### src/verilog/rv_pkg.sv
// rv32i widths, instruction kind codes, function-unit selects and control states
`default_nettype none

package rv_pkg;

    typedef logic [31:0] word_t;
    typedef logic [4:0]  reg_addr_t;
    typedef logic [2:0]  funct3_t;
    typedef logic [3:0]  fsel_t;
    typedef logic [3:0]  flags_t;
    typedef logic [3:0]  inst_kind_t;

    // flag bit positions, z is the msb
    localparam int flag_z = 3;
    localparam int flag_c = 2;
    localparam int flag_n = 1;
    localparam int flag_v = 0;

    // instruction classes
    localparam inst_kind_t k_load   = 4'd0;
    localparam inst_kind_t k_imm    = 4'd1;
    localparam inst_kind_t k_store  = 4'd2;
    localparam inst_kind_t k_reg    = 4'd3;
    localparam inst_kind_t k_lui    = 4'd4;
    localparam inst_kind_t k_auipc  = 4'd5;
    localparam inst_kind_t k_branch = 4'd6;
    localparam inst_kind_t k_jalr   = 4'd7;
    localparam inst_kind_t k_jal    = 4'd8;
    localparam inst_kind_t k_nop    = 4'd9;

    // function-unit select is {funct3, funct7 bit}
    localparam fsel_t fs_add  = 4'b0000;
    localparam fsel_t fs_sub  = 4'b0001;
    localparam fsel_t fs_sll  = 4'b0010;
    localparam fsel_t fs_slt  = 4'b0100;
    localparam fsel_t fs_sltu = 4'b0110;
    localparam fsel_t fs_xor  = 4'b1000;
    localparam fsel_t fs_srl  = 4'b1010;
    localparam fsel_t fs_sra  = 4'b1011;
    localparam fsel_t fs_or   = 4'b1100;
    localparam fsel_t fs_and  = 4'b1110;

    typedef enum logic [1:0] {st_idle, st_exec, st_ack, st_release} ctrl_state_t;

endpackage

`default_nettype wire
### src/verilog/ctrl_if.sv
// decoded control word between the control FSM, datapath and pc counter
`timescale 1ns/1ps
`default_nettype none

interface ctrl_if;
    import rv_pkg::*;

    inst_kind_t kind;
    funct3_t    funct3;
    logic       funct7;
    reg_addr_t  rd;
    reg_addr_t  rs1;
    reg_addr_t  rs2;
    word_t      imm;
    // one-cycle commit pulse
    logic       step;

    modport ctrl (output kind, funct3, funct7, rd, rs1, rs2, imm, step);

    modport sink (input kind, funct3, funct7, rd, rs1, rs2, imm, step);

endinterface

`default_nettype wire

### src/verilog/control_fsm.sv
// handshake FSM with instruction latch and rv32i decoder
`timescale 1ns/1ps
`default_nettype none

module control_fsm (
    input  logic          clk,
    input  logic          reset,
    input  logic          instr_req,
    input  rv_pkg::word_t instr,
    output logic          instr_ack,
    ctrl_if.ctrl          cw
);
    import rv_pkg::*;

    localparam logic [6:0] op_load   = 7'b0000011;
    localparam logic [6:0] op_imm    = 7'b0010011;
    localparam logic [6:0] op_store  = 7'b0100011;
    localparam logic [6:0] op_reg    = 7'b0110011;
    localparam logic [6:0] op_lui    = 7'b0110111;
    localparam logic [6:0] op_auipc  = 7'b0010111;
    localparam logic [6:0] op_branch = 7'b1100011;
    localparam logic [6:0] op_jalr   = 7'b1100111;
    localparam logic [6:0] op_jal    = 7'b1101111;

    ctrl_state_t state;
    word_t       instr_q;
    logic [6:0]  opcode;
    word_t       imm_i;
    word_t       imm_s;
    word_t       imm_b;
    word_t       imm_u;
    word_t       imm_j;

    always_ff @(posedge clk) begin
        if (reset) begin
            state <= st_idle;
        end else begin
            case (state)
                st_idle:    state <= instr_req ? st_exec : st_idle;
                st_exec:    state <= st_ack;
                st_ack:     state <= st_release;
                // wait for the requester to let go
                st_release: state <= instr_req ? st_release : st_idle;
                default:    state <= st_idle;
            endcase
        end
    end

    // capture the word on acceptance
    always_ff @(posedge clk) begin
        if (state == st_idle && instr_req) begin
            instr_q <= instr;
        end
    end

    assign instr_ack = (state == st_release);
    assign cw.step   = (state == st_exec);

    assign opcode    = instr_q[6:0];
    assign cw.rd     = instr_q[11:7];
    assign cw.funct3 = instr_q[14:12];
    assign cw.rs1    = instr_q[19:15];
    assign cw.rs2    = instr_q[24:20];
    assign cw.funct7 = instr_q[30];

    // immediate formats
    assign imm_i = {{20{instr_q[31]}}, instr_q[31:20]};
    assign imm_s = {{20{instr_q[31]}}, instr_q[31:25], instr_q[11:7]};
    assign imm_b = {{19{instr_q[31]}}, instr_q[31], instr_q[7], instr_q[30:25],
                    instr_q[11:8], 1'b0};
    assign imm_u = {instr_q[31:12], 12'd0};
    assign imm_j = {{11{instr_q[31]}}, instr_q[31], instr_q[19:12], instr_q[20],
                    instr_q[30:21], 1'b0};

    always_comb begin
        cw.imm = imm_i;
        case (opcode)
            op_load:   cw.kind = k_load;
            op_imm:    cw.kind = k_imm;
            op_jalr:   cw.kind = k_jalr;
            op_reg:    cw.kind = k_reg;
            op_store: begin
                cw.kind = k_store;
                cw.imm  = imm_s;
            end
            op_branch: begin
                cw.kind = k_branch;
                cw.imm  = imm_b;
            end
            op_lui: begin
                cw.kind = k_lui;
                cw.imm  = imm_u;
            end
            op_auipc: begin
                cw.kind = k_auipc;
                cw.imm  = imm_u;
            end
            op_jal: begin
                cw.kind = k_jal;
                cw.imm  = imm_j;
            end
            // fence, system and anything unknown
            default:   cw.kind = k_nop;
        endcase
    end

endmodule

`default_nettype wire

### src/flat_wrapper.sv
// flat-port wrapper written by rule: the top's interface ports become plain ports
module control_fsm_flat import rv_pkg::*;
  (clk, reset, instr_req, instr, instr_ack, cw_kind, cw_funct3, cw_funct7, cw_rd, cw_rs1, cw_rs2, cw_imm, cw_step);
  ctrl_if cw_i ();
  input  logic clk;
  input  logic reset;
  input  logic instr_req;
  input  rv_pkg::word_t instr;
  output logic instr_ack;
  output wire logic [$bits(cw_i.kind)-1:0] cw_kind;
  output wire logic [$bits(cw_i.funct3)-1:0] cw_funct3;
  output wire logic [$bits(cw_i.funct7)-1:0] cw_funct7;
  output wire logic [$bits(cw_i.rd)-1:0] cw_rd;
  output wire logic [$bits(cw_i.rs1)-1:0] cw_rs1;
  output wire logic [$bits(cw_i.rs2)-1:0] cw_rs2;
  output wire logic [$bits(cw_i.imm)-1:0] cw_imm;
  output wire logic [$bits(cw_i.step)-1:0] cw_step;
  assign cw_kind = cw_i.kind;
  assign cw_funct3 = cw_i.funct3;
  assign cw_funct7 = cw_i.funct7;
  assign cw_rd = cw_i.rd;
  assign cw_rs1 = cw_i.rs1;
  assign cw_rs2 = cw_i.rs2;
  assign cw_imm = cw_i.imm;
  assign cw_step = cw_i.step;
  control_fsm u_core (.clk(clk), .reset(reset), .instr_req(instr_req), .instr(instr), .instr_ack(instr_ack), .cw(cw_i));
endmodule
### config.mk
export PLATFORM = sky130hd
export DESIGN_NAME = control_fsm_flat
export DESIGN_NICKNAME = d
export VERILOG_FILES = /design/src/verilog/rv_pkg.sv /design/src/verilog/ctrl_if.sv /design/src/verilog/control_fsm.sv /design/src/flat_wrapper.sv
export SDC_FILE = /design/constraint.sdc
export NUM_CORES = 1
export LEC_CHECK = 0
export BUFFER_PORTS_ARGS = -buffer_cell sky130_fd_sc_hd__buf_2
export CAP_MARGIN = 15
export CORE_ASPECT_RATIO = 1.1
export CORE_UTILIZATION = 48
export DETAILED_ROUTE_END_ITERATION = 16
export GPL_ROUTABILITY_DRIVEN = 0
export GPL_TIMING_DRIVEN = 0
export PLACE_DENSITY = 0.84
export REMOVE_ABC_BUFFERS = 1
export SLEW_MARGIN = 20
export SYNTH_ARGS = -nofsm -noshare
export SYNTH_HDL_FRONTEND = slang
export SYNTH_SLANG_ARGS = --single-unit
export TNS_END_PERCENT = 10
### constraint.sdc
create_clock -name clk -period 5.2 [get_ports clk]
set_clock_uncertainty 0.15 [all_clocks]
set_input_delay 0.52 -clock clk [delete_from_list [all_inputs] [get_ports clk]]
set_output_delay 0.52 -clock clk [all_outputs]
set_load 0.02 [all_outputs]
Word level (Yosys, flattened, before mapping)
Index checks and enable logic that the tools add are counted.
Operators by class
  equality and inequality tests: 12
  muxes and demuxes: 5
  reduce and logical (&&, ||, !) cells: 3
Operators with widths (number)
  $pmux W31 S4: 1
  $pmux W4 S9: 1
  $eq A7 B6 Y1 const B: 3
  $eq A7 B7 Y1 const B: 3
  $eq A7 B5 Y1 const B: 2
  $pmux W2 S4: 1
  $eq A7 B2 Y1 const B: 1
  $eq A2 B2 Y1 const B: 2
  $eq A2 B1 Y1 const B: 1
  $logic_not A2 Y1: 1
  $mux W2: 1
  $reduce_or A2 Y1: 1
  $logic_and A1 B1 Y1: 1
  $mux W1: 1
Word-level totals
  register bits after elaboration: 34
  input bits: 35
  output and inout bits: 57
  word-level logic and storage cells: 22

Longest topological paths before layout
  word-level depth: 3
  mapped depth: 5
  mapped depth without buffers: 4

Worst setup path before layout
Ideal clock, no wire load.
  kind: input -> register
  start: in instr_req
  end: reg u_core.instr_q[0], enable pin
  library setup time: 0.461 ns
  arrival time: 2.772 ns
  required time: 4.589 ns
  path slack: 1.817 ns
  cell stages on the path: 2
  path buffers: 0
  cells stage by stage: inv_1 -> nor3_1
On the way
  cells in the longest elaborated chain, start to end: 1
RTL lines
  start, declared: RTL line flat_wrapper.sv:7  | input logic instr_req;
  $logic_and A1 B1 Y1: RTL line control_fsm.sv:51  | if (state == st_idle && instr_req) begin
  end signal, assigned: RTL line control_fsm.sv:52  | instr_q <= instr;
  end, declared: RTL line control_fsm.sv:26  | word_t instr_q;
No other way between the ends.
A chain may end at the register's enable or synchronous reset.

Final worst setup path
  start: reg u_core.instr_q[4]
  end: out cw_imm[0]
On the way
  cells in the longest elaborated chain, start to end: 3
  elaborated cells between the ends (all ways): 7
  classes of those cells: eq/ne (5); mux (1); reduce/logical (1)
RTL lines
  $eq A7 B6 Y1 or $eq A7 B5 Y1 (tied branches): RTL line control_fsm.sv:77  | case (opcode)
  $reduce_or A2 Y1 (no source line)
  $pmux W31 S4 (*): RTL line control_fsm.sv:77
  end, declared: RTL line flat_wrapper.sv:16  | output wire logic [$bits(cw_i.imm)-1:0] cw_imm;
Every way passes the cells marked *; elsewhere a longest branch is shown, timed or not.

==> results.ini <==
[placed_design]
hpwl_mm=2.699
io_buffers=91

[final_layout]
mostFrequentLayoutCells=buf_2, edfxtp_1, a21o_1
drive_gt1_frac=0.5314
final_nets=241
syn_to_final_growth_pct=24.35
diodes=0
final_common_cell=buf_2
fillers=284

[synth]
synth-compound-area-share=0.1722
synth_fa_ha_area_frac=0.005814
yosys.area_share.simple=0.1243
ys_seq_area_frac=0.5814
yosysTopAreaCellShare=0.5581
syn_inst=129
ys_ff_latch=34
synthTopCellsByArea=edfxtp_1, buf_4, a21o_1
synth_mux_area_frac=0
avgSynthCellArea_sq_um=13.35
ys.warnings.count=0
synth_xor_xnor_area_share=0.005087
synth_top_family_by_area=compound AO/OA/AOI/OAI gates
synth_area_sq_mm=0.001722
yosysTopAreaCell=edfxtp_1
ys_types=37

[global_route]
grt-ovfl-total=0
grt_max_degree=19
gr-usage-all-layers=0.1898
grt_pass1_vias=1159
grt_pass1_wl_mm=5.319
grt_antenna_before_repair=0

[floorplanning]
core.rowCount=22
dieArea_sq_mm=0.003830
coreArea_sq_mm=0.003386
start_util=0.5085
ios=92
die_h_um=64.81
die_w_um=59.10

[power]
p_per_area_mw_per_mm2=282.1
power_leakage_nw=1.027
ir_drop_uv=184.4

[clock_tree]
cts.reportedPaths.clkPinSlew_ps=90
htree_levels=2
numClockSinks=34
clockBufferDepth=2
cts_made_buffers=5
hold_buffers=0
cts-root-buf=clkbuf_4
clk-insertion-delay-late_ps=310
post_cts_buffers=0
cts_tree=built
ctsResizeCount=0

[sta]
timing.final.max_slew_violations=0
slew_headroom=0.6713
final_hold_viol_count=0
finalSetupViolCount=0
clock.fmax_mhz=368.7
rsz0062_at_grt=false
setup_tns_ps=0
fin_crit_sh=0.5216
hold_ws_ps=212.8
finalCriticalPeriod_ps=2712
worst_pin_slew_ps=490.4

[detailed_routing]
routedWlPerCell_um=13.55
drc=0
vias=1267
ant_nets=0
first_pass_iters=4
dr.first_iter.drc_count=56
vias_per_cell=4.969
routed_wirelength_mm=3.456

[job]
max-cap-violations=0

[worst_hold_path]
min_to=u_core.state[0]
hold_path_depth=2
hold_class=in2reg
holdCritStartpoint=reset

[worst_setup_path]
r2r_cells=3
critPathCaptureType=output port
worstSetupStartpointType=flip-flop
critPathMaxFanout=9
critPathKind=reg2out
r2r-start=u_core.state[1]
rr_endpoint=u_core.instr_q[7]
worstPathRequired_ps=4530
crit_arrival_ps=2040
rrSetupSlack_ps=3520

[outcome]
status=finished, final reports clean

## power by group
| part | internal [mW] | total (mW) | switching, mW | leakage, nW |
|---|---|---|---|---|
| Clock | 0.0539 | 0.130 | 0.0764 | 0.0265 |
| Sequential | 0.324 | 0.342 | 0.0179 | 0.320 |
| Combinational | 0.0522 | 0.132 | 0.0796 | 0.680 |
| Total | 0.430 | 0.604 | 0.174 | 1.03 |
## per-layer routing
layer	global-route usage	up-vias	part of all wire
met3	0.04990	4	0.064
met5	0	-	0
met2	0.3139	55	0.52
li1	-	614	-
met1	0.2237	594	0.41
met4	0.09821	0	0.0095
## per-stage QoR
stage	instances	cell area [sq um]	setup WS [ps]	power (mW)	utilization
2_1_floorplan	105	1545	1817	0.4260	-
3_5_place_dp	247	2092	2858	0.4805	0.6179
4_1_cts	255	2141	2484	0.6099	0.6323
6_report	255	2141	2488	0.6039	0.6323
3_3_place_gp	244	2061	939.1	0.4750	0.6086
5_1_grt	255	2141	2325	0.6338	0.6323
## synth_stat cells (all sizes together)
cell / number
a31oi: 1
a31o: 1
o21a: 1
buf: 24
o221a: 1
maj3: 1
nor4: 1
nand3b: 3
o21bai: 1
a22o: 4
nor2b: 8
a2111oi: 2
a21oi: 2
dfxtp: 2
nor2: 4
nor3: 1
a211oi: 1
xor2: 1
nand2b: 1
edfxtp: 32
o21ai: 3
nand2: 2
a21o: 19
and3b: 1
and2: 1
inv: 4
o22ai: 2
nor3b: 1
nand3: 3
or2b: 1
## logic make-up (layout without fill, tap and decap cells)
family,after synthesis,after routing
compound gates,38,38
flops,34,34
buf+inv,28,106
simple gates,27,27
fa+ha+maj,1,1
xor+xnor,1,1
## state kept, by name, summed over array words and instances (netlist names)
signal and count:
u_core.state 2, u_core.instr_q 32
## worst max-delay path, stage by stage, from the launching register on
cell and delay (ps):
edfxtp_1 550, and3b_2 310, nand3_2 120, o22ai_2 350
o21ai_0 200, buf_2 190
## how the worst max path moves through the flow
stage | from | end | slack [ps] | depth (start not counted)
floorplan | instr_req | u_core.instr_q[0] | 1820 | 2
global placement | instr_req | u_core.instr_q[0] | 940 | 3
detailed placement | u_core.instr_q[4] | cw_imm[0] | 2860 | 5
CTS | u_core.instr_q[4] | cw_imm[0] | 2480 | 5
global route | u_core.instr_q[4] | cw_imm[0] | 2330 | 5
finish | u_core.instr_q[4] | cw_imm[0] | 2490 | 5
## layout make-up
type | instances | area (sq um) | area share
clock buffer | 8 | 48.80 | 0.02279
tap | 48 | 60.06 | 0.02805
inverter | 4 | 15.01 | 0.007013
sequential | 34 | 1001 | 0.4676
timing repair buffer | 94 | 481.7 | 0.2250
multi-input combinational | 67 | 534.3 | 0.2496
(Power assumes the default switching activity.)
