### src/verilog/rv_pkg.sv
// rv32i widths, instruction kind codes, function-unit selects and control states
`default_nettype none

package rv_pkg;

    typedef logic [31:0] word_t;
    typedef logic [4:0]  reg_addr_t;
    typedef logic [2:0]  funct3_t;
    typedef logic [3:0]  fsel_t;
    typedef logic [3:0]  flags_t;
    typedef logic [3:0]  inst_kind_t;

    // flag bit positions, z is the msb
    localparam int flag_z = 3;
    localparam int flag_c = 2;
    localparam int flag_n = 1;
    localparam int flag_v = 0;

    // instruction classes
    localparam inst_kind_t k_load   = 4'd0;
    localparam inst_kind_t k_imm    = 4'd1;
    localparam inst_kind_t k_store  = 4'd2;
    localparam inst_kind_t k_reg    = 4'd3;
    localparam inst_kind_t k_lui    = 4'd4;
    localparam inst_kind_t k_auipc  = 4'd5;
    localparam inst_kind_t k_branch = 4'd6;
    localparam inst_kind_t k_jalr   = 4'd7;
    localparam inst_kind_t k_jal    = 4'd8;
    localparam inst_kind_t k_nop    = 4'd9;

    // function-unit select is {funct3, funct7 bit}
    localparam fsel_t fs_add  = 4'b0000;
    localparam fsel_t fs_sub  = 4'b0001;
    localparam fsel_t fs_sll  = 4'b0010;
    localparam fsel_t fs_slt  = 4'b0100;
    localparam fsel_t fs_sltu = 4'b0110;
    localparam fsel_t fs_xor  = 4'b1000;
    localparam fsel_t fs_srl  = 4'b1010;
    localparam fsel_t fs_sra  = 4'b1011;
    localparam fsel_t fs_or   = 4'b1100;
    localparam fsel_t fs_and  = 4'b1110;

    typedef enum logic [1:0] {st_idle, st_exec, st_ack, st_release} ctrl_state_t;

endpackage

`default_nettype wire
### src/verilog/ctrl_if.sv
// decoded control word between the control FSM, datapath and pc counter
`timescale 1ns/1ps
`default_nettype none

interface ctrl_if;
    import rv_pkg::*;

    inst_kind_t kind;
    funct3_t    funct3;
    logic       funct7;
    reg_addr_t  rd;
    reg_addr_t  rs1;
    reg_addr_t  rs2;
    word_t      imm;
    // one-cycle commit pulse
    logic       step;

    modport ctrl (output kind, funct3, funct7, rd, rs1, rs2, imm, step);

    modport sink (input kind, funct3, funct7, rd, rs1, rs2, imm, step);

endinterface

`default_nettype wire

### src/verilog/pc_counter.sv
// program counter with sequential, branch and jump update
`timescale 1ns/1ps
`default_nettype none

module pc_counter (
    input  logic           clk,
    input  logic           reset,
    ctrl_if.sink           cw,
    input  rv_pkg::word_t  rs1_value,
    input  rv_pkg::flags_t flags,
    output rv_pkg::word_t  pc
);
    import rv_pkg::*;

    logic  taken;
    logic  lt_signed;
    logic  lt_unsigned;
    word_t jalr_sum;
    word_t pc_next;

    // flags come from rs1 - rs2
    assign lt_signed   = flags[flag_n] ^ flags[flag_v];
    assign lt_unsigned = ~flags[flag_c];

    always_comb begin
        case (cw.funct3)
            3'b000:  taken = flags[flag_z];
            3'b001:  taken = ~flags[flag_z];
            3'b100:  taken = lt_signed;
            3'b101:  taken = ~lt_signed;
            3'b110:  taken = lt_unsigned;
            3'b111:  taken = ~lt_unsigned;
            default: taken = 1'b0;
        endcase
    end

    assign jalr_sum = rs1_value + cw.imm;

    always_comb begin
        case (cw.kind)
            k_jal:    pc_next = pc + cw.imm;
            k_jalr:   pc_next = {jalr_sum[31:1], 1'b0};
            k_branch: pc_next = taken ? pc + cw.imm : pc + 32'd4;
            default:  pc_next = pc + 32'd4;
        endcase
    end

    always_ff @(posedge clk) begin
        if (reset) begin
            pc <= '0;
        end else if (cw.step) begin
            pc <= pc_next;
        end
    end

endmodule

`default_nettype wire

### src/flat_wrapper.sv
// flat-port wrapper written by rule: the top's interface ports become plain ports
module pc_counter_flat import rv_pkg::*;
  (clk, reset, rs1_value, flags, pc, cw_kind, cw_funct3, cw_funct7, cw_rd, cw_rs1, cw_rs2, cw_imm, cw_step);
  ctrl_if cw_i ();
  input  logic clk;
  input  logic reset;
  input  rv_pkg::word_t rs1_value;
  input  rv_pkg::flags_t flags;
  output rv_pkg::word_t pc;
  input wire logic [$bits(cw_i.kind)-1:0] cw_kind;
  input wire logic [$bits(cw_i.funct3)-1:0] cw_funct3;
  input wire logic [$bits(cw_i.funct7)-1:0] cw_funct7;
  input wire logic [$bits(cw_i.rd)-1:0] cw_rd;
  input wire logic [$bits(cw_i.rs1)-1:0] cw_rs1;
  input wire logic [$bits(cw_i.rs2)-1:0] cw_rs2;
  input wire logic [$bits(cw_i.imm)-1:0] cw_imm;
  input wire logic [$bits(cw_i.step)-1:0] cw_step;
  assign cw_i.kind = cw_kind;
  assign cw_i.funct3 = cw_funct3;
  assign cw_i.funct7 = cw_funct7;
  assign cw_i.rd = cw_rd;
  assign cw_i.rs1 = cw_rs1;
  assign cw_i.rs2 = cw_rs2;
  assign cw_i.imm = cw_imm;
  assign cw_i.step = cw_step;
  pc_counter u_core (.clk(clk), .reset(reset), .cw(cw_i), .rs1_value(rs1_value), .flags(flags), .pc(pc));
endmodule
### config.mk
export PLATFORM = sky130hd
export DESIGN_NAME = pc_counter_flat
export DESIGN_NICKNAME = d
export VERILOG_FILES = /design/src/verilog/rv_pkg.sv /design/src/verilog/ctrl_if.sv /design/src/verilog/pc_counter.sv /design/src/flat_wrapper.sv
export SDC_FILE = /design/constraint.sdc
export NUM_CORES = 1
export LEC_CHECK = 0
export BUFFER_PORTS_ARGS = -buffer_cell sky130_fd_sc_hd__buf_4
export CORE_MARGIN = 1
export CORE_UTILIZATION = 61
export CTS_CLUSTER_SIZE = 24
export DETAILED_ROUTE_END_ITERATION = 10
export MAX_ROUTING_LAYER = met4
export PLACE_DENSITY_LB_ADDON = 0.2
export SYNTH_ARGS = -nofsm -noshare
export SYNTH_HDL_FRONTEND = slang
export SYNTH_SLANG_ARGS = --single-unit
### constraint.sdc
create_clock -name clk -period 7.7 [get_ports clk]
set_clock_uncertainty 0.05 [all_clocks]
set_input_delay 0.385 -clock clk [delete_from_list [all_inputs] [get_ports clk]]
set_output_delay 0.385 -clock clk [all_outputs]
set_load 0.02 [all_outputs]
# Word level (Yosys, flattened, before mapping)
# Index checks and enable logic that the tools add are counted.
[totals]
reg_bits = 32
latch_bits = 0
ram_bits = 0
romBits = 0
n_memories = 0
[op_classes]
addsub = 3
mul = 0
div_mod_pow = 0
order_cmp = 0
n_eq_ne = 8
shift = 0
n_mux = 3
bitwise = 4
reduce_logical = 1
[op_table]
columns = ["op", "n"]
rows = [
  ["case mux 32 bit (3 select lines)", 1],
  ["adder 32 bit", 2],
  ["adder 32 x 3 -> 32 bit, second input constant", 1],
  ["2-to-1 mux 32 bit", 1],
  ["== test 3 bit, second input constant", 4],
  ["== test 4 x 3 -> 1 bit, second input constant", 2],
  ["case mux 1 bit (6 select lines)", 1],
  ["== test 4 bit, second input constant", 1],
  ["== test 3 x 1 -> 1 bit, second input constant", 1],
  ["logical NOT 3 bit", 1],
  ["inverter 1 bit", 3],
  ["bitwise XOR 1 bit", 1],
]

# Logic depth before layout (Yosys ltp)
# Gate-level depths: netlist of the first run.
[logic_depth]
word_depth = 5
mapped_depth = 11
mapped_depth_nobuf = 11

# Worst setup path after synthesis of the first run
# No wires, ideal clock.
[synth_path]
path_kind = "input to register"
start = "input port cw_imm[1]"
end = "register u_core.pc[24]"
arrival_ns = 2.473
slack_ns = 5.089
stages = 10
cell_sequence = "inv_1 > fa_1 > and2b_2 > o31ai_1 > a211o_1 > nand2_2 > a31o_4 > a21oi_2 > or4b_4 > a311oi_2"
[synth_via]
elab_chain_cells = 3
[synth_lines]
columns = ["element", "line_no", "text"]
rows = [
  ["from (decl)", "flat_wrapper.sv:16", "input wire logic [$bits(cw_i.imm)-1:0] cw_imm;"],
  ["adder 32 bit", "pc_counter.sv:41, pc_counter.sv:43", ""],
  ["2-to-1 mux 32 bit", "pc_counter.sv:43", "k_branch: pc_next = taken ? pc + cw.imm : pc + 32'd4;"],
  ["case mux 32 bit (3 select lines) (*)", "pc_counter.sv:40", "case (cw.kind)"],
  ["to (signal assigned)", "pc_counter.sv:52", "pc <= pc_next;"],
  ["to (decl)", "pc_counter.sv:11", "output rv_pkg::word_t pc"],
]
# Every way passes the cells marked *; elsewhere a longest branch is shown, timed or not.
# A chain may end at the register's enable or synchronous reset.

# Worst setup path after layout of the first run
[layout_path]
start = "input port cw_kind[2]"
end = "register u_core.pc[28]"
[layout_via]
elab_chain_cells = 2
[layout_lines]
columns = ["element", "line_no", "text"]
rows = [
  ["from (decl)", "flat_wrapper.sv:10", "input wire logic [$bits(cw_i.kind)-1:0] cw_kind;"],
  ["== test 4 x 3 -> 1 bit or == test 4 bit (tied branches)", "pc_counter.sv:40", ""],
  ["case mux 32 bit (3 select lines) (*)", "pc_counter.sv:40", ""],
]
# Marks and branches as above.

==> metrics, run 1 <==
status=completed; EDFF count, synth=0; Cell Area, Synth=around 5800 um2; syn nets=approximately 960; post-cts resize count=0; max reg flops=32; synth warn=0; I/O pin cnt=126; hold path endpoint=u_core.pc[31]; Biggest register=u_core.pc; DRC violations left=0; Max stage delay cell, worst path=o211ai_4; synthesis-stage register bit count=32; setup slack after layout=around 4.6 ns; Final #Nets=1032; Initial DRT Pass Iterations=5; minimum clock period=~3.1 ns; Mapped Cells=798; Via Count=6718; total grt overflow=0; CTS max path bufs=2; Critical Path Most Common Cell=nand2_1; worst reg2reg setup slack=4.71 ns; GRT Resource Usage Total=39.59%; crit-path max cell delay=0.82 ns; DR iter-0 viols=approximately 560; fin. max-slew vios=0; WL/cell=19.02 um; share of layout cells above drive strength 1=15.77%; Max Cap Viol=0; drt total wl=19.10 mm; total power=0.7766 mW; CP Data Required Time=slightly below 8 ns; Net Switching=0.3452 mW; Die Area=9922 um2; crit end category=flip-flop; final setup fails=0; VDD IR max=0.08230 mV; setup slack at placement=4.445 ns; CTS tree=yes; Clk pwr share=19.2%; Clock Pin Slew Worst Setup and Hold Paths=0.08 ns; fmax=321.4 MHz; worst-path fanout max=36; Tcrit/Tclk final=40.41%; DRT antenna net count=0; Critical R2R Capture=u_core.pc[30]; most used flip-flop cell after synthesis=dfxtp_1; Placer Congestion=around 0.98; async set-reset flop share out of synthesis=0%; slew at the pin closest to its max-slew limit=1.217 ns; vias in the first global route=6123; Seq pwr share=25.7%; initial antenna violation count=0; Ant. Diodes=0; first-pass GRT wire length=30.59 mm; Cell Pwr Density=116.8 nW/um2; # H-tree levels=2; port bufs=109; clk_lat worst skew=0.30 ns; unrepaired setup endpoints after global routing=false; stages on the worst setup path=9; Hold Fails Final Rpt=0; Netlist cell types=76; Worst setup SP type=input pin; Sw Share=roughly 44%; hpwl dp=14.29 mm; Combinational Power Share=55.1%; pin count of the biggest net entering global routing=63; die width=99.61 um; Rows=35; Sink Count=32; Initial Util=62.90%; critical path's top delay family=compound AO/OA/AOI/OAI gates; register area share after synthesis=roughly 11%; Hold Crit Depth=4; crit path cell chain=buf_4 -> nand2_1 -> nor2_1 -> nand2_1 -> o211ai_4 -> o21ai_0 -> a22o_1 -> o31ai_1 -> o211ai_1; Worst EP arrival=3.22 ns; overall die height=between 90 and 100 um; Slew HR=18.70%; cts hold-fix bufs=0; Syn Area/Cell=7.283 um2; worst path buffer plus inverter count=1; Worst R2R Path Depth=9; Leak=2.886 nW; Min-Delay Startpoint=rs1_value[31]; CP Class=input pin to flip-flop; core area=9240 um2; Root Driver=clkbuf_8; Hold Path Class=input pin to flip-flop; area delta synth->final=14.38%; CTS buffer count=5; TNS Setup=0 ns; vias per cell=roughly 6.7; top flop regs=u_core.pc (32); Post-CTS Setup Inserts=0; RR Startpoint=u_core.pc[6]; Cell Int Power=0.4314 mW
[stage by stage]
step	std cells	utilization, %	area [um2]	hold WS, ns
floorplan	798	-	5812	0.4946
global placement	996	70.97	6558	0.4156
detailed placement	996	70.97	6558	0.4282
CTS	1004	71.94	6648	0.4256
global route	1004	71.94	6648	0.4524
finish	1004	71.94	6648	0.4369
[layout by cell type (no fill, tap or decap), types with 9 or more instances in the layout]
cell	n
nand2_1	61
xnor2_1	34
a31oi_1	12
dfxtp_1	32
a211oi_1	11
inv_1	21
a21oi_1	79
o221ai_1	9
o22ai_1	12
nor3_1	20
o21ai_0	42
and4_1	13
buf_4	110
nand4_1	19
ha_1	62
o31ai_1	9
xor2_1	28
nor2_1	68
and3_1	16
a21o_1	26
nand3_1	35
o211ai_1	9
[kinds of logic (layout without fill, tap and decap cells)]
logic type	after synthesis	after routing	share of synthesized area (%)
buf+inv	62	139	5.662
xor+xnor	63	63	9.731
mux	8	8	1.378
fa+ha+maj	64	64	14.04
compound gates	281	281	32.53
simple gates	288	288	25.64
flops	32	32	11.02
[how the worst max path moves through the flow]
stage,slack [ns],to,startpoint
finish,4.59,u_core.pc[28],cw_kind[2]
global route,4.41,u_core.pc[28],cw_kind[2]
CTS,4.74,u_core.pc[30],u_core.pc[6]
detailed placement,4.45,u_core.pc[28],cw_kind[3]
global placement,4.55,u_core.pc[28],cw_kind[2]
floorplan,5.09,u_core.pc[24],cw_imm[1]
[layer usage]
layer	global-route usage [%]	wire length [um]	vias up
met5	-	0	-
met4	15.05	654	0
met3	6.114	1827	56
met2	60.79	8519	369
met1	52.26	8098	3111
li1	-	-	3182
[power groups by stage]
stage	Combinational (mW)	Clock, mW	Sequential [mW]
after detailed placement	0.415	0	0.203
after global placement	0.403	0	0.202
after floorplan	0.288	0	0.210
after CTS	0.417	0.147	0.199
final	0.428	0.149	0.200
after global routing	0.466	0.152	0.202
[cell usage after synthesis (all sizes together), types with 3 or more instances]
library cell / count / share of area [%]
and2: 6 / 0.67
o211ai: 10 / 1.4
nand2: 63 / 4.2
nand4: 19 / 2.0
nor4: 3 / 0.32
buf: 15 / 1.7
nor3b: 7 / 0.99
xnor2: 34 / 5.1
nand2b: 8 / 0.86
o22ai: 12 / 1.3
or3: 8 / 0.86
and3: 17 / 1.9
a211o: 5 / 0.75
ha: 62 / 13
o221a: 3 / 0.58
nor3: 21 / 1.9
a211oi: 11 / 1.4
nand3b: 3 / 0.39
a21oi: 82 / 7.3
a22o: 3 / 0.45
a21o: 26 / 3.4
xor2: 28 / 4.2
a2bb2oi: 3 / 0.45
a21boi: 3 / 0.39
a311oi: 9 / 1.5
a41oi: 3 / 0.45
o31ai: 10 / 1.4
dfxtp: 32 / 11
a31oi: 12 / 1.3
clkbuf: 24 / 2.2
and4: 13 / 2.0
o21bai: 7 / 0.90
nor2b: 8 / 0.86
mux2i: 8 / 1.4
o21a: 8 / 1.0
nor2: 68 / 4.4
o221ai: 9 / 1.4
nand3: 36 / 3.2
o2111ai: 5 / 0.75
inv: 21 / 1.4
o21ai: 42 / 3.6
a221oi: 6 / 0.90
[layout make-up]
type / instances / area [um2]
fill: 786 / 2592
multi-input combinational: 704 / 4851
clock buffer: 8 / 90.09
tap: 129 / 161.4
sequential: 32 / 640.6
timing repair buffer: 110 / 825.8
inverter: 21 / 78.83
[worst register-to-register path, delay by kind of cell, from the launching register on]
kind | cells | cell delay [ns]
AND/OR/NAND/NOR | 2 | 0.26
adder cells (fa/ha/maj) | 1 | 0.38
flip-flops | 1 | 0.57
AO/OA/AOI/OAI | 6 | 1.65
Power figures use the tool's default switching activity.
==> run 2, diff against run 1 <==
--- a/config.mk
+++ b/config.mk
@@ -5,9 +5,10 @@
 export SDC_FILE = /design/constraint.sdc
 export NUM_CORES = 1
 export LEC_CHECK = 0
+export ABC_AREA = 1
 export BUFFER_PORTS_ARGS = -buffer_cell sky130_fd_sc_hd__buf_4
 export CORE_MARGIN = 1
-export CORE_UTILIZATION = 61
+export CORE_UTILIZATION = 59
 export CTS_CLUSTER_SIZE = 24
 export DETAILED_ROUTE_END_ITERATION = 10
 export MAX_ROUTING_LAYER = met4
==> constraint.sdc (replaced) <==
create_clock -name clk -period 3 [get_ports clk]
set_clock_uncertainty 0.05 [all_clocks]
set_input_delay 0.15 -clock clk [delete_from_list [all_inputs] [get_ports clk]]
set_output_delay 0.15 -clock clk [all_outputs]
set_load 0.02 [all_outputs]
==> metrics, run 2 <==
initial antenna violation count=0 (unchanged); minimum clock period=2.485 ns; fin cells=1582 (+58%); CP Data Required Time=3.14 ns (-4.67 ns); Sink Count=32 (unchanged); DRT antenna net count=0 (unchanged); pin count of the biggest net entering global routing=34 (-46%); syn nets=1489 (+56%); Syn Area/Cell=5.198 um2 (-29%); vias in the first global route=7908 (+29%); total power=2.446 mW (+210%); synth warn=0 (unchanged); die width=110.3 um (+11%); Initial DRT Pass Iterations=6 (+1); Post-synth top cells=444 x nand2_1, 217 x inv_1, 138 x nor2_1; total grt overflow=0 (unchanged); Cell Pwr Density=303.0 nW/um2 (+160%); TNS Setup=0 ns (unchanged); filler cell count=1156 (+47%); M2 GR Usage=69.61% (+8.8 points); post-synth top area cell=nand2_1; overall die height=110.3 um (+11%); worst-path fanout max=4 (-89%); fin. max-slew vios=0 (unchanged); # H-tree levels=2 (unchanged); WL/cell=16.78 um (-12%); Rows=39 (+11%); hpwl dp=21.71 mm (+52%); DR iter-0 viols=1032 (+86%); Ant. Diodes=0 (unchanged); max reg flops=32 (unchanged); Root Driver=clkbuf_16; CP Class=flip-flop to flip-flop; clk_lat worst skew=0.29 ns (about the same); Slew HR=32.26% (+14 points); cts hold-fix bufs=0 (unchanged); Hold Path Class=input pin to flip-flop; Die Area=12160 um2 (+23%); CTS max path bufs=2 (unchanged); Design Area, Final=8073 um2 (+21%); Initial Util=60.59% (-2.3 points); Clock Pin Slew Worst Setup and Hold Paths=0.06 ns (-0.02 ns); CTS tree=yes; met3 Use GR=8.524% (+2.4 points); fmax=slightly above 400 MHz; Worst EP arrival=2.63 ns (-0.59 ns); top flop regs=u_core.pc (32); Mapped Cells=1331 (+67%); GRT Resource Usage Total=45.12% (+5.5 points); most used flip-flop cell after synthesis=dfxtp_1; async set-reset flop share out of synthesis=0% (unchanged); register area share after synthesis=9.260% (-1.8 points); area delta synth->final=16.69%; status=completed; Hold Fails Final Rpt=0 (unchanged); DRC violations left=0 (unchanged); synthesis-stage register bit count=32 (unchanged); Inst Count DP=1574 (+58%); drt total wl=26.55 mm (+39%); CTS buffer count=5 (unchanged); most numerous cell in the Yosys netlist=nand2_1; Via Count=9131 (+36%); I/O pin cnt=126 (unchanged); final setup fails=0 (unchanged); most frequent cells in the layout=444 x nand2_1, 217 x inv_1, 138 x nor2_1, 117 x buf_4, 109 x nand3_1; Leak=4.544 nW (+57%); Max Cap Viol=0 (unchanged); grt met1 use=56.27% (+4.0 points); share of layout cells above drive strength 1=10.28% (-5.5 points); post-cts resize count=0 (unchanged); largest cells by area after synthesis=nand2_1 24%, inv_1 12%, ha_1 11%; Placer Congestion=1.022 (+3.9%); vias per cell=5.772 (-14%); Post-DP Area=7890 um2 (+20%); worst reg2reg setup slack=0.51 ns (-4.20 ns); unrepaired setup endpoints after global routing=false; port bufs=109 (unchanged); Netlist cell types=36 (-53%); top cell type's share of synthesized area=24.09% (+11 points); Cell Area, Synth=6918 um2 (+19%); Top Usage Layer GRT=met2; Biggest register=u_core.pc; Post-CTS Setup Inserts=0 (unchanged); Final #Nets=1596 (+55%); slew at the pin closest to its max-slew limit=1.015 ns (-0.2015 ns); core area=11420 um2 (+24%); Worst setup SP type=flip-flop; EDFF count, synth=0 (unchanged); most common cell after layout, fill and taps aside=nand2_1; crit end category=flip-flop; first-pass GRT wire length=39.68 mm (+30%); VDD IR max=0.2880 mV (+250%); Tcrit/Tclk final=82.84%
-- run 2: changes by cell type after synthesis, moves of 23 or more --
cell | before | now
nand2_1 | 61 | 444
inv_1 | 21 | 217
xnor2_1 | 34 | 8
a21oi_1 | 79 | 106
nor2_1 | 68 | 138
o21ai_0 | 42 | 65
nand3_1 | 35 | 109
a21o_1 | 26 | 2
-- run 2: per-layer routing --
metal	part of all wire [%]	vias up
met5	0	-
met4	5.3	0
met3	11	102
met2	43	513
met1	40	4036
li1	-	4480
-- run 2: through the flow --
step / worst slack, ns / hold WS, ns / util (%)
after CTS: 0.5910 / 0.1885 / 70.70
after detailed placement: 0.6084 / 0.4274 / 69.10
after global routing: 0.3446 / 0.1998 / 70.70
after floorplan: 0.8218 / 0.3506 / -
final: 0.5147 / 0.2024 / 70.70
after global placement: 0.6645 / 0.4298 / 69.10
-- run 2: cell type report --
cell class	count	area, um2	area share [%]
multi-input combinational	1060	5359	66.38
timing repair buffer	117	878.3	10.88
inverter	222	833.3	10.32
sequential	32	640.6	7.936
tap	143	178.9	2.216
clock buffer	7	152.6	1.891
clock inverter	1	30.03	0.3720
-- run 2: path summary, 6_finish.rpt --
check / from / to / cells past startpoint
max: u_core.pc[0] / u_core.pc[22] / 17
min: reset / u_core.pc[0] / 2
max reg2reg: u_core.pc[0] / u_core.pc[22] / 17
min reg2reg: u_core.pc[0] / u_core.pc[0] / 2
-- run 2: critical path, stage by stage, from the launching register on --
cell and delay [ns]:
dfxtp_1 0.35, ha_1 0.18, inv_1 0.05, fa_1 0.40, inv_1 0.09, nand3_1 0.08, nand3_1 0.18, nand2_1 0.07
nand2_1 0.15, nand2_1 0.09, nand2_1 0.17, nand2_1 0.11, nand2_1 0.07, nand2_1 0.05, nand3_1 0.06, nand3_1 0.10
nand2_1 0.07, inv_1 0.04
-- run 2: kinds of logic after synthesis --
| family | count (synthesis) | synth area share, % |
|---|---|---|
| simple gates | 767 | 46.63 |
| buf+inv | 239 | 13.28 |
| compound gates | 195 | 14.74 |
| fa+ha+maj | 64 | 11.79 |
| xor+xnor | 34 | 4.305 |
| flops | 32 | 9.260 |
-- run 2: where the power goes --
part	internal (mW)	switching, mW	leakage [nW]
combinational	0.455	0.813	4.19
clock	0.438	0.217	0.0901
sequential	0.457	0.0652	0.264
total	1.35	1.10	4.54
==> run 3, diff against run 2 <==
--- a/config.mk
+++ b/config.mk
@@ -8,7 +8,7 @@
 export ABC_AREA = 1
 export BUFFER_PORTS_ARGS = -buffer_cell sky130_fd_sc_hd__buf_4
 export CORE_MARGIN = 1
-export CORE_UTILIZATION = 59
+export CORE_UTILIZATION = 53
 export CTS_CLUSTER_SIZE = 24
 export DETAILED_ROUTE_END_ITERATION = 10
 export MAX_ROUTING_LAYER = met4
==> constraint.sdc (replaced) <==
create_clock -name clk -period 2.1 [get_ports clk]
set_clock_uncertainty 0.05 [all_clocks]
set_input_delay 0.105 -clock clk [delete_from_list [all_inputs] [get_ports clk]]
set_output_delay 0.105 -clock clk [all_outputs]
set_load 0.02 [all_outputs]
==> metrics, run 3 (synthesized netlist as in run 2, its figures left out) <==
Worst R2R Path Depth=17 (unchanged); final setup fails=0 (unchanged); total grt overflow=0 (unchanged); worst reg2reg setup slack=0.02 ns (-0.49 ns); Ant. Diodes=0 (unchanged); max reg flops=32 (unchanged); Max Cap Viol=0 (unchanged); # H-tree levels=2 (unchanged); area delta synth->final=37.53%; hold path endpoint=u_core.pc[0]; top flop regs=u_core.pc (32); fin. max-slew vios=0 (unchanged); Biggest register=u_core.pc; Worst setup SP type=flip-flop; first-pass GRT wire length=43.15 mm (+8.7%); Min-Delay Startpoint=reset; Hold Path Class=input pin to flip-flop; vias in the first global route=8609 (+8.9%); CTS max path bufs=2 (unchanged); final core occ=75.09% (+4.4 points); worst-path fanout max=4 (unchanged); GRT Resource Usage Total=43.83% (-1.3 points); hpwl dp=23.64 mm (+8.9%); Worst EP arrival=2.21 ns (-0.42 ns); die width=116.3 um (+5.4%); Placer Congestion=1.045 (+2.2%); Leak=5.182 nW (+14%); Design Area, Final=9514 um2 (+18%); slew at the pin closest to its max-slew limit=0.7046 ns (-0.3104 ns); Initial Util=54.60% (-6.0 points); pin count of the biggest net entering global routing=31 (-8.8%); WL/cell=17.11 um (+2.0%); RR Startpoint=u_core.pc[0]; Rows=41 (+5.1%); CTS tree=yes; most common cell after layout, fill and taps aside=nand2_1; WHS=0.1421 ns (-0.06036 ns); unrepaired setup endpoints after global routing=true; clk_lat worst skew=0.29 ns (about the same); most frequent cells in the layout=417 x nand2_1, 235 x buf_4, 212 x inv_1, 128 x nor2_1, 100 x nand3_1; Hold Crit Depth=2 (unchanged); crit end category=flip-flop; Via Count=9800 (+7.3%); minimum clock period=2.079 ns (-0.4065 ns); Final #Nets=1720 (+7.8%); Critical R2R Capture=u_core.pc[22]; I/O pin cnt=126 (unchanged); status=completed; DRC violations left=0 (unchanged); DR iter-0 viols=1067 (+3.4%); TNS Setup=0 ns (unchanged); Die Area=13510 um2 (+11%); Sink Count=32 (unchanged); Inst Count DP=1717 (+9.1%); Hold Fails Final Rpt=0 (unchanged); fmax=481.1 MHz (+20%); fin cells=1734 (+9.6%); drt total wl=29.67 mm (+12%); Root Driver=clkbuf_16; Cell Pwr Density=392.9 nW/um2 (+30%); CP Class=flip-flop to flip-flop; port bufs=109 (unchanged); share of layout cells above drive strength 1=23.24% (+13 points); Tcrit/Tclk final=98.99% (+16 points); vias per cell=5.652 (-2.1%); DRT antenna net count=0 (unchanged); CP Data Required Time=2.24 ns (-0.90 ns); CTS buffer count=5 (unchanged); Initial DRT Pass Iterations=8 (+2); Post-DP Area=8808 um2 (+12%); VDD IR max=0.3030 mV (+5.2%); overall die height=116.3 um (+5.4%); Slew HR=52.97% (+21 points); core area=12670 um2 (+11%); Clock Pin Slew Worst Setup and Hold Paths=0.06 ns (about the same); initial antenna violation count=0 (unchanged)
-- run 3: worst max path at each step --
stage                 startpoint             to  slack (ns)  depth (start not counted)
floorplan           u_core.pc[0]  u_core.pc[16]        0.01                         17
global placement    u_core.pc[0]  u_core.pc[30]       -0.02                         17
detailed placement  u_core.pc[0]  u_core.pc[22]       -0.09                         17
CTS                 u_core.pc[0]  u_core.pc[22]       0.007                         17
global route        u_core.pc[7]  u_core.pc[31]       -0.09                         15
finish              u_core.pc[0]  u_core.pc[22]        0.02                         17
-- run 3: area by class of cell --
cell class / instances / area (um2)
clock inverters: 1 / 5.005
inverters: 222 / 835.8
flip-flops and latches: 32 / 648.1
repair buffers: 241 / 1858
multi-input cells: 1060 / 5823
well taps: 172 / 215.2
clock buffers: 6 / 128.9
fillers: 1155 / 3157
-- run 3: per-stage QoR --
| step | total power [mW] | setup slack [ns] |
|---|---|---|
| 5_1_grt | 3.950 | -0.08588 |
| 6_report | 3.738 | 0.02126 |
| 3_5_place_dp | 2.764 | -0.08967 |
| 4_1_cts | 3.490 | 0.007407 |
| 2_1_floorplan | 1.921 | 0.01276 |
| 3_3_place_gp | 2.732 | -0.01617 |
-- run 3: per-layer routing --
metal | vias up | GRT usage (%) | wire (um)
met5 | - | - | 0
met4 | 0 | 20.34 | 1537
met2 | 563 | 67.02 | 12910
li1 | 4737 | - | -
met3 | 125 | 9.030 | 3345
met1 | 4375 | 55.10 | 11890
-- run 3: power breakdown --
group / internal [mW] / switching (mW) / total, mW
registers: 0.654 / 0.0516 / 0.706
clock network: 0.432 / 0.296 / 0.728
logic: 0.939 / 1.37 / 2.30
-- run 3: timing repair --
action | 4_1_cts | 5_1_grt
hold buffers | 0 | 0
endpoints found under the setup margin | 8 | 25
hold endpoints to repair | 0 | 0
gates resized for setup | 5 | 104
pin swaps | 0 | 27
buffers inserted | 1 | 9
-- run 3: critical path, stage by stage, from the launching register on --
cell and delay (ns):
dfxtp_2 0.35, ha_4 0.14, inv_2 0.04, fa_2 0.37
inv_2 0.07, nand3_2 0.08, nand3_4 0.10, nand2_2 0.06
nand2_2 0.10, nand2_2 0.06, nand2_2 0.13, nand2_2 0.07
nand2_1 0.06, nand2_1 0.06, nand3_2 0.05, nand3_1 0.07
nand2_1 0.08, inv_1 0.04
